**src/source/game_defines.svh**
```systemverilog
`ifndef GAME_DEFINES_SVH
`define GAME_DEFINES_SVH

// ==================================================
// screen and sprite geometry
// ==================================================

`define SCREEN_W           64  // visible width in pixels.
`define SCREEN_H           48  // visible height in pixels.

`define SPRITE_W           4
`define SPRITE_H           4

// ==================================================
// launch values per sprite
// ==================================================

`define TARGET_START_X     0
`define TARGET_START_Y     4
`define TARGET_DX          2   // slides right.
`define TARGET_DY          0

`define TORPEDO_START_X    30
`define TORPEDO_START_Y    40
`define TORPEDO_DX         0
`define TORPEDO_DY         (-2) // climbs toward the top edge.

// pause between games, in clock cycles.
`define END_TIMER_CYCLES   16

`endif
```
**src/source/game_pkg.sv**
```systemverilog
package game_pkg;

    // signed so a sprite left of or above the screen stays visible as negative.
    typedef logic signed [9:0] coord_t;

    // sprite slots, also used as generate and vector indices.
    typedef enum int
    {
        sprite_target  = 0,
        sprite_torpedo = 1
    } sprite_id_t;

    localparam int n_sprites = 2;

endpackage

```
**src/source/game_top.sv**
```systemverilog
`timescale 1ns/1ns

`include "game_defines.svh"

module game_top
(
    input  logic             clk,
    input  logic             reset,

    input  logic             launch_key,
    input  logic             frame_tick,

    output game_pkg::coord_t target_x,
    output game_pkg::coord_t target_y,
    output game_pkg::coord_t torpedo_x,
    output game_pkg::coord_t torpedo_y,

    output logic             collision,
    output logic             game_won,
    output logic             game_over
);

    logic [game_pkg::n_sprites-1:0] write_xy;
    logic [game_pkg::n_sprites-1:0] write_dxy;
    logic [game_pkg::n_sprites-1:0] enable_update;
    logic [game_pkg::n_sprites-1:0] within_screen;

    game_pkg::coord_t               sprite_x [game_pkg::n_sprites];
    game_pkg::coord_t               sprite_y [game_pkg::n_sprites];

    logic                           end_of_game_timer_start;
    logic                           end_of_game_timer_running;

    // ==================================================
    // control
    // ==================================================

    game_master_fsm u_fsm
    (
        .clk                       (clk),
        .reset                     (reset),
        .launch_key                (launch_key),
        .within_screen             (within_screen),
        .collision                 (collision),
        .end_of_game_timer_running (end_of_game_timer_running),
        .write_xy                  (write_xy),
        .write_dxy                 (write_dxy),
        .enable_update             (enable_update),
        .end_of_game_timer_start   (end_of_game_timer_start),
        .game_won                  (game_won)
    );

    // ==================================================
    // sprite engines
    // ==================================================

    for (genvar i = 0; i < game_pkg::n_sprites; i++)
    begin : g_sprite
        localparam bit is_target = (i == game_pkg::sprite_target);

        game_sprite
        #(
            .START_X (is_target ? `TARGET_START_X : `TORPEDO_START_X),
            .START_Y (is_target ? `TARGET_START_Y : `TORPEDO_START_Y),
            .DX      (is_target ? `TARGET_DX      : `TORPEDO_DX),
            .DY      (is_target ? `TARGET_DY      : `TORPEDO_DY)
        )
        u_sprite
        (
            .clk           (clk),
            .reset         (reset),
            .frame_tick    (frame_tick),
            .write_xy      (write_xy[i]),
            .write_dxy     (write_dxy[i]),
            .enable_update (enable_update[i]),
            .x             (sprite_x[i]),
            .y             (sprite_y[i]),
            .within_screen (within_screen[i])
        );
    end

    assign target_x  = sprite_x[game_pkg::sprite_target];
    assign target_y  = sprite_y[game_pkg::sprite_target];
    assign torpedo_x = sprite_x[game_pkg::sprite_torpedo];
    assign torpedo_y = sprite_y[game_pkg::sprite_torpedo];

    game_overlap u_overlap
    (
        .clk       (clk),
        .reset     (reset),
        .target_x  (target_x),
        .target_y  (target_y),
        .torpedo_x (torpedo_x),
        .torpedo_y (torpedo_y),
        .collision (collision)
    );

    game_end_timer u_end_timer
    (
        .clk     (clk),
        .reset   (reset),
        .start   (end_of_game_timer_start),
        .running (end_of_game_timer_running)
    );

    assign game_over = end_of_game_timer_running;  // high through the pause.

endmodule

```
**src/source/game_end_timer.sv**
```systemverilog
`timescale 1ns/1ns

`include "game_defines.svh"

module game_end_timer
(
    input  logic clk,
    input  logic reset,

    input  logic start,
    output logic running
);

    localparam int count_w = $clog2(`END_TIMER_CYCLES + 1);

    logic [count_w-1:0] count;

    always_ff @(posedge clk)
    begin
        if (reset)
            count <= '0;
        else if (start)
            count <= count_w'(`END_TIMER_CYCLES);  // restart from full length.
        else if (count != '0)
            count <= count - 1'b1;
    end

    assign running = (count != '0);

endmodule

```
**src/source/game_master_fsm.sv**
```systemverilog
`timescale 1ns/1ns

module game_master_fsm
(
    input  logic                         clk,
    input  logic                         reset,

    input  logic                         launch_key,

    input  logic [game_pkg::n_sprites-1:0] within_screen,
    input  logic                         collision,
    input  logic                         end_of_game_timer_running,

    output logic [game_pkg::n_sprites-1:0] write_xy,
    output logic [game_pkg::n_sprites-1:0] write_dxy,
    output logic [game_pkg::n_sprites-1:0] enable_update,

    output logic                         end_of_game_timer_start,
    output logic                         game_won
);

    // one-hot state bit positions.
    localparam int state_start = 0;
    localparam int state_aim   = 1;
    localparam int state_shoot = 2;
    localparam int state_end   = 3;

    logic [3:0]                     state;
    logic [3:0]                     d_state;

    logic [game_pkg::n_sprites-1:0] d_write_xy;
    logic [game_pkg::n_sprites-1:0] d_write_dxy;
    logic [game_pkg::n_sprites-1:0] d_enable_update;
    logic                           d_end_of_game_timer_start;
    logic                           d_game_won;

    logic                           load_settle;  // write_xy seen last cycle.
    logic                           end_of_game;

    // ==================================================
    // end condition
    // ==================================================

    // positions land one cycle after write_xy and collision one more,
    // so stale values from the last game are ignored meanwhile.
    assign end_of_game = (~&within_screen | collision)
                       & ~write_xy[game_pkg::sprite_target]
                       & ~load_settle;

    always_comb
    begin
        d_state                   = '0;
        d_write_xy                = '0;
        d_write_dxy               = '0;
        d_enable_update           = '0;
        d_end_of_game_timer_start = 1'b0;
        d_game_won                = game_won;

        case (1'b1)
            state[state_start]:
            begin
                d_write_xy                            = '1;  // both sprites.
                d_write_dxy[game_pkg::sprite_target]  = 1'b1;
                d_game_won                            = 1'b0;
                d_state[state_aim]                    = 1'b1;
            end

            state[state_aim]:
            begin
                d_enable_update[game_pkg::sprite_target] = 1'b1;

                if (end_of_game)
                begin
                    d_end_of_game_timer_start = 1'b1;
                    d_state[state_end]        = 1'b1;
                end
                else if (launch_key)
                    d_state[state_shoot] = 1'b1;
                else
                    d_state[state_aim]   = 1'b1;
            end

            state[state_shoot]:
            begin
                d_write_dxy[game_pkg::sprite_torpedo] = 1'b1;
                d_enable_update                       = '1;

                if (collision)
                    d_game_won = 1'b1;

                if (end_of_game)
                begin
                    d_end_of_game_timer_start = 1'b1;
                    d_state[state_end]        = 1'b1;
                end
                else
                    d_state[state_shoot] = 1'b1;
            end

            state[state_end]:
            begin
                // collision is registered, so a hit may show up here first.
                if (collision)
                    d_game_won = 1'b1;

                // timer only reports running a cycle after its start pulse.
                if (!end_of_game_timer_running && !end_of_game_timer_start)
                    d_state[state_start] = 1'b1;
                else
                    d_state[state_end]   = 1'b1;
            end

            default:
                d_state[state_start] = 1'b1;  // recover from an illegal code.
        endcase
    end

    // ==================================================
    // state and registered outputs
    // ==================================================

    always_ff @(posedge clk)
    begin
        if (reset)
        begin
            state                   <= 4'b1 << state_start;
            write_xy                <= '0;
            write_dxy               <= '0;
            enable_update           <= '0;
            end_of_game_timer_start <= 1'b0;
            game_won                <= 1'b0;
            load_settle             <= 1'b0;
        end
        else
        begin
            state                   <= d_state;
            write_xy                <= d_write_xy;
            write_dxy               <= d_write_dxy;
            enable_update           <= d_enable_update;
            end_of_game_timer_start <= d_end_of_game_timer_start;
            game_won                <= d_game_won;
            load_settle             <= write_xy[game_pkg::sprite_target];
        end
    end

endmodule

```
**src/source/game_overlap.sv**
```systemverilog
`timescale 1ns/1ns

`include "game_defines.svh"

module game_overlap
(
    input  logic             clk,
    input  logic             reset,

    input  game_pkg::coord_t target_x,
    input  game_pkg::coord_t target_y,
    input  game_pkg::coord_t torpedo_x,
    input  game_pkg::coord_t torpedo_y,

    output logic             collision
);

    // one extra bit so the difference of two coordinates cannot wrap.
    logic signed [10:0] diff_x;
    logic signed [10:0] diff_y;
    logic signed [10:0] abs_x;
    logic signed [10:0] abs_y;

    always_comb
    begin
        diff_x = 11'(target_x) - 11'(torpedo_x);
        diff_y = 11'(target_y) - 11'(torpedo_y);

        abs_x  = diff_x < 0 ? -diff_x : diff_x;
        abs_y  = diff_y < 0 ? -diff_y : diff_y;
    end

    // ==================================================
    // registered bounding-box test
    // ==================================================

    always_ff @(posedge clk)
    begin
        if (reset)
            collision <= 1'b0;
        else
            collision <= (abs_x < `SPRITE_W) && (abs_y < `SPRITE_H);
    end

endmodule

```
**src/source/game_sprite.sv**
```systemverilog
`timescale 1ns/1ns

`include "game_defines.svh"

module game_sprite
#(
    parameter int START_X = 0,
    parameter int START_Y = 0,
    parameter int DX      = 0,
    parameter int DY      = 0
)
(
    input  logic             clk,
    input  logic             reset,

    input  logic             frame_tick,

    input  logic             write_xy,
    input  logic             write_dxy,
    input  logic             enable_update,

    output game_pkg::coord_t x,
    output game_pkg::coord_t y,

    output logic             within_screen
);

    game_pkg::coord_t dx;
    game_pkg::coord_t dy;

    // ==================================================
    // position and velocity
    // ==================================================

    always_ff @(posedge clk)
    begin
        if (reset)
        begin
            x  <= '0;
            y  <= '0;
            dx <= '0;
            dy <= '0;
        end
        else
        begin
            if (write_xy)
            begin
                x  <= game_pkg::coord_t'(START_X);
                y  <= game_pkg::coord_t'(START_Y);
                dx <= '0;  // sprite parks until launched.
                dy <= '0;
            end
            else if (enable_update && frame_tick)
            begin
                x <= x + dx;
                y <= y + dy;
            end

            // a velocity load in the same cycle as write_xy wins.
            if (write_dxy)
            begin
                dx <= game_pkg::coord_t'(DX);
                dy <= game_pkg::coord_t'(DY);
            end
        end
    end

    // ==================================================
    // screen bounds
    // ==================================================

    // whole box must lie inside; negative coordinates are off screen.
    always_comb
    begin
        within_screen = (x >= 0)
                     && (y >= 0)
                     && (x + `SPRITE_W <= `SCREEN_W)
                     && (y + `SPRITE_H <= `SCREEN_H);
    end

endmodule

```
**config.mk**
```make
export PLATFORM = sky130hd
export DESIGN_NAME = game_top
export DESIGN_NICKNAME = d
export VERILOG_FILES = /design/src/source/game_pkg.sv /design/src/source/game_top.sv /design/src/source/game_end_timer.sv /design/src/source/game_master_fsm.sv /design/src/source/game_overlap.sv /design/src/source/game_sprite.sv
export VERILOG_INCLUDE_DIRS = /design/src /design/src/source
export SDC_FILE = /design/constraint.sdc
export NUM_CORES = 1
export LEC_CHECK = 0
export BUFFER_PORTS_ARGS = -buffer_cell sky130_fd_sc_hd__clkbuf_2
export CORE_MARGIN = 5
export CORE_UTILIZATION = 45
export CTS_CLUSTER_DIAMETER = 40
export DETAILED_ROUTE_END_ITERATION = 7
export GPL_ROUTABILITY_DRIVEN = 0
export GPL_TIMING_DRIVEN = 0
export PLACE_DENSITY = 0.66
export SYNTH_ARGS = -nofsm -noshare
export SYNTH_HDL_FRONTEND = slang
export SYNTH_SLANG_ARGS = --single-unit
```
**constraint.sdc**
```tcl
create_clock -name clk -period 7.5 [get_ports clk]
set_input_delay 1.5 -clock clk [delete_from_list [all_inputs] [get_ports clk]]
set_output_delay 1.5 -clock clk [all_outputs]
set_load 0.01 [all_outputs]
```
== Word-level counts from Yosys, hierarchy flattened ==
Cells that the tools add are included.

* Add/subtract/negate cells: 11
* $lt $le $gt $ge: 12
* Equality and inequality tests: 2
* Mux-type cells: 41
* Bitwise operators: 6
* Reductions and logical operators: 28

{| class="wikitable"
|+ Operators with widths
! cell !! count
|-
| <= comparator 32 x 7 -> 1 bit (second input constant) || 2
|-
| <= comparator 32 x 8 -> 1 bit (second input constant) || 2
|-
| two-way mux 1 bit || 27
|-
| adder 10 x 4 -> 11 bit (second input constant) || 2
|-
| < comparator 11 x 1 -> 1 bit (second input constant) || 2
|-
| < comparator 11 x 4 -> 1 bit (second input constant) || 2
|-
| two-way mux 11 bit || 2
|-
| negator 11 bit || 2
|-
| >= comparator 10 x 1 -> 1 bit (second input constant) || 2
|-
| two-way mux 10 bit || 2
|-
| two-way mux 5 bit || 3
|-
| two-way mux 6 bit || 2
|-
| nonzero test 2 bit || 6
|-
| subtractor 10 x 6 -> 11 bit || 1
|-
| subtractor 4 x 10 -> 11 bit || 1
|-
| adder 10 bit || 1
|-
| adder 10 x 3 -> 10 bit || 1
|-
| logical AND 1 bit || 10
|-
| two-way mux 2 bit || 4
|-
| AND reduction 2 bit || 4
|-
| OR reduction 2 bit || 4
|-
| adder 5 x 3 -> 6 bit (second input constant) || 1
|-
| >= comparator 5 x 1 -> 1 bit (second input constant) || 1
|-
| nonzero test 5 bit || 1
|-
| 9 further kinds || 15
|}

* Register bits: 54

== Logic depth before layout (Yosys ltp) ==
* Word-level depth: 12
* Mapped depth: 13

== Cells and area by module ==
A second synthesis with hierarchy kept.

* Cells, all modules: 447
* Area total of the unflattened synthesis: 3,529.6 µm²

{| class="wikitable"
|+ By module, submodules not included
! module !! instances !! cells an instance !! area each (µm²) !! sequential area each (µm²)
|-
| game_overlap || 1 || 197 || 1,416.4 || 20.0
|-
| game_sprite (g_sprite[1].u_sprite) || 1 || 112 || 902.1 || 220.2
|-
| game_sprite (g_sprite[0].u_sprite) || 1 || 78 || 623.1 || 220.2
|-
| game_master_fsm || 1 || 36 || 365.4 || 200.2
|-
| game_end_timer || 1 || 24 || 222.7 || 100.1
|}

== Worst setup path before layout ==
Ideal clock, no wire load.

* Kind: reg2reg
* Start: register g_sprite[0].u_sprite.y[2]
* End: register u_overlap.collision
* Setup time: 88 ps
* Data arrival time: 3,047 ps
* Data required time: 7,412 ps
* Setup slack: 4,365 ps
* Stages on the path, launching flop included: 11
* Cell sequence: dfxtp_1 > inv_1 > fa_1 > or2_1 > or4_1 > xor2_1 > nor3b_1 > o311ai_1 > o2111ai_1 > or4_1 > nor4_2

* Cells in the longest elaborated chain, start to end: 5
* Elaborated cells on any way between the ends: 6

{| class="wikitable"
|+ RTL lines
! item !! line !! RTL
|-
| from (decl) || game_sprite.sv:23 || <nowiki>output game_pkg::coord_t y,</nowiki>
|-
| from (signal assigned) || game_sprite.sv:49 || <nowiki>y <= game_pkg::coord_t'(START_Y);</nowiki>
|-
| from (signal assigned) || game_sprite.sv:56 || <nowiki>y <= y + dy;</nowiki>
|-
| subtractor 4 x 10 -> 11 bit (*) || game_overlap.sv:27 || <nowiki>diff_y = 11'(target_y) - 11'(torpedo_y);</nowiki>
|-
| negator 11 bit / < comparator 11 x 1 -> 1 bit (equally long branches) || game_overlap.sv:30 || <nowiki>abs_y = diff_y < 0 ? -diff_y : diff_y;</nowiki>
|-
| two-way mux 11 bit (*) || game_overlap.sv:30 ||
|-
| < comparator 11 x 4 -> 1 bit (no source line) (*) || -- ||
|-
| logical AND 1 bit (*) || game_overlap.sv:42 || <nowiki>collision <= (abs_x < `SPRITE_W) && (abs_y < `SPRITE_H);</nowiki>
|-
| to (signal assigned) || game_overlap.sv:42 ||
|-
| to (decl) || game_overlap.sv:15 || <nowiki>output logic collision</nowiki>
|}

Mark *: on every way between the ends. The rest lies on a longest branch, timed or not.
A chain may end at the register's enable or synchronous reset.

== Worst setup path in the final report ==
Same ends and word-level chain as after synthesis.

==> impl_metrics.tcl <==
set metrics [dict create \
    hold_end "g_sprite[0].u_sprite.dx[1]" \
    slowest_stage "or4_1" \
    p_per_area_mw_per_mm2 168.7 \
    setup_viol 0 \
    critPathKind "reg -> reg" \
    holdCritPathClass "reg -> reg" \
    grt_max_degree 12 \
    seq_area_frac_synth 0.2552 \
    row_count 29 \
    rsz0062_at_grt "no" \
    die_w_um 91.38 \
    core_area_mm2 0.006386 \
    crit_path_frequent_cell "or4_1" \
    whs_path_depth 2 \
    outcome "complete, no violations" \
    worstMarginPinSlew_ps 634.1 \
    regToRegSetupSlack_ps 4160 \
    r2r_cells 10 \
    track_usage 0.1550 \
    required_ps 7690 \
    first_iter_violations 104 \
    die_y_um 91.38 \
    synthCells 380 \
    path_cells "inv_1 -> fa_1 -> or2_1 -> or4_1 -> xor2_1 -> nor3b_1 -> o311ai_1 -> o2111ai_1 -> or4_1 -> nor4_2" \
    drc 0 \
    antenna_found_initial 0 \
    synthFlopType "dfxtp_1" \
    yosysWarningCount 0 \
    final_common_cell "nor2_1" \
    cts.sinks 38 \
    wl_per_cell_um 12.91 \
    postCtsHoldBufs 0 \
    vias_per_cell 5.273 \
    worst_hold_slack_ps 490.4 \
    cp.arrival_ps 3530 \
    cts_buffer_depth 2 \
    nFillCells 649 \
    avgSynthCellArea_um2 7.843 \
    cts-resized-gates 0 \
    n_antenna_cell 0 \
    fin_tns_setup_ps 0 \
    power.leakage_nw 1.441 \
    crit_buf_inv 1 \
    grt_pass1_wl_um 11080 \
    dieArea_mm2 0.008350 \
    port_buffers 29 \
    start_util 0.4667 \
    postCtsSetupBuffers 0 \
    slew_viol_final 0 \
    syn_area_mm2 0.002980 \
    crit_fanout 4 \
    drive_gt1_frac 0.1686 \
    start_kind "flop" \
    ys_seq_elements 38 \
    drt-total-wl_um 6585 \
    hold_viol_final 0 \
    htree_num_levels 2 \
    cp-end-kind "flop" \
    fin_nets 460 \
    clock_latency_ps 290 \
    crit_family "simple AND/OR/NAND/NOR gates" \
    drv_cap 0 \
    async_reset_ff_frac 0 \
    r2r-start "g_sprite[0].u_sprite.y[2]" \
    grt_pass1_vias 2426 \
    relSlewSlack 0.5753 \
    finalCritPeriodShare 0.4454 \
    final_cell_mix "48 x nor2_1, 38 x dfxtp_1, 33 x nand2_1" \
    drt_first_pass_iters 4 \
    path_clk_slew_ps 70 \
    cts_buffers 5 \
    hpwl_um 5143 \
    grt_overflow 0 \
    synth_edf_count 0 \
    io_pins 47 \
    max_freq_mhz 299.4 \
    cts_tree "built" \
    syn2layout_area_growth_pct 13.18 \
    period_needed_ps 3340 \
    ant_nets 0 \
    clockRootBuffer "clkbuf_8" \
    fin_skew_ps 3.632 \
    ir_drop_v 0.0001900 \
    critical-path-max-stage-delay_ps 530 \
    hold_start "g_sprite[0].u_sprite.dx[1]" \
    vias 2689 \
    reg2reg_to "u_overlap.collision" \
    synth_cell_types 55 \
]
[per-stage QoR]
| step | total power, mW | setup WS, ps | utilization | cells | area (um2) |
|---|---|---|---|---|---|
| after global placement | 0.4249 | 4162 | 0.5139 | 502 | 3282 |
| after detailed placement | 0.4307 | 4144 | 0.5139 | 502 | 3282 |
| after floorplan | 0.3924 | 4365 | - | 396 | 3040 |
| after CTS | 0.5755 | 4109 | 0.5282 | 510 | 3373 |
| after global routing | 0.6133 | 3887 | 0.5282 | 510 | 3373 |
| final | 0.5692 | 4160 | 0.5282 | 510 | 3373 |
[final cells by class]
type | instances | area, um2 | share of cell area
clock inverter | 1 | 5.005 | 0.001484
timing repair buffer | 29 | 145.1 | 0.04303
tap | 77 | 96.34 | 0.02856
clock buffer | 7 | 86.33 | 0.02559
sequential | 38 | 760.7 | 0.2255
buffer | 35 | 222.7 | 0.06602
inverter | 18 | 67.56 | 0.02003
multi-input combinational | 305 | 1989 | 0.5898
[worst max path at each step]
stage	from	to	slack, ps	depth (start not counted)
after CTS	g_sprite[0].u_sprite.y[2]	u_overlap.collision	4110	10
final	g_sprite[0].u_sprite.y[2]	u_overlap.collision	4160	10
after global placement	g_sprite[0].u_sprite.y[2]	u_overlap.collision	4160	10
after detailed placement	g_sprite[0].u_sprite.y[2]	u_overlap.collision	4140	10
after floorplan	g_sprite[0].u_sprite.y[2]	u_overlap.collision	4370	10
after global routing	g_sprite[0].u_sprite.y[2]	u_overlap.collision	3890	10
[state kept, by name, indices dropped and copies added, names as in the netlist, 2 cells and up]
name                 flops
g_sprite.u_sprite.x     10
g_sprite.u_sprite.y     10
u_end_timer.count        5
u_fsm.state              4
u_fsm.enable_update      2
[power by group]
group,internal [mW],switching [mW]
Combinational,0.0854,0.107
Sequential,0.220,0.0155
Clock,0.0741,0.0674
[cell families after synthesis]
| logic type | count (synthesis) | share of synthesized area |
|---|---|---|
| compound gates | 76 | 0.1713 |
| other cells | 1 | 0.001258 |
| xor+xnor | 30 | 0.08816 |
| buf+inv | 53 | 0.09739 |
| mux | 9 | 0.03149 |
| fa+ha+maj | 24 | 0.1083 |
| simple gates | 149 | 0.2469 |
| flops | 38 | 0.2552 |
[metal layers]
| metal | track usage | wire length, um | vias up | share of wire |
|---|---|---|---|---|
| li1 | - | - | 1404 | - |
| met1 | 0.1975 | 3155 | 1227 | 0.48 |
| met2 | 0.2589 | 3044 | 51 | 0.46 |
| met3 | 0.03471 | 284 | 7 | 0.043 |
| met4 | 0.04768 | 100 | 0 | 0.015 |
| met5 | 0 | 0 | - | 0 |
[cells in the mapped netlist (all sizes together) (2+ instances only)]
cell type,number,share of area
inv,18,0.023
mux2,3,0.011
mux2i,6,0.020
a21boi,2,0.0050
a2111oi,2,0.0059
fa,3,0.020
o2111ai,2,0.0059
or2,4,0.0084
a21o,3,0.0076
nand2,33,0.042
or3,4,0.0084
o31ai,2,0.0050
a211oi,4,0.012
and2,3,0.0063
or4,3,0.0088
o21a,2,0.0050
nor2b,8,0.017
o22ai,2,0.0042
nor3b,6,0.015
nor3,13,0.022
a31oi,6,0.018
a2bb2oi,2,0.0059
o21bai,3,0.0076
dfxtp,38,0.26
nor4b,3,0.0088
clkbuf,9,0.011
buf,26,0.063
nor2,48,0.060
xnor2,18,0.053
o41ai,2,0.0059
xor2,12,0.035
nor4,7,0.017
a21oi,23,0.040
nand3,8,0.013
o21ai,15,0.025
nand4,6,0.013
ha,21,0.088
[worst register-to-register path, stage by stage, from the launching register on]
cell       delay [ps]
dfxtp_1           350
inv_1              90
fa_1              490
or2_1             270
or4_1             510
xor2_1            250
nor3b_1            80
o311ai_1          240
o2111ai_1         140
or4_1             530
nor4_2            300
Power figures use the tool's default switching activity.
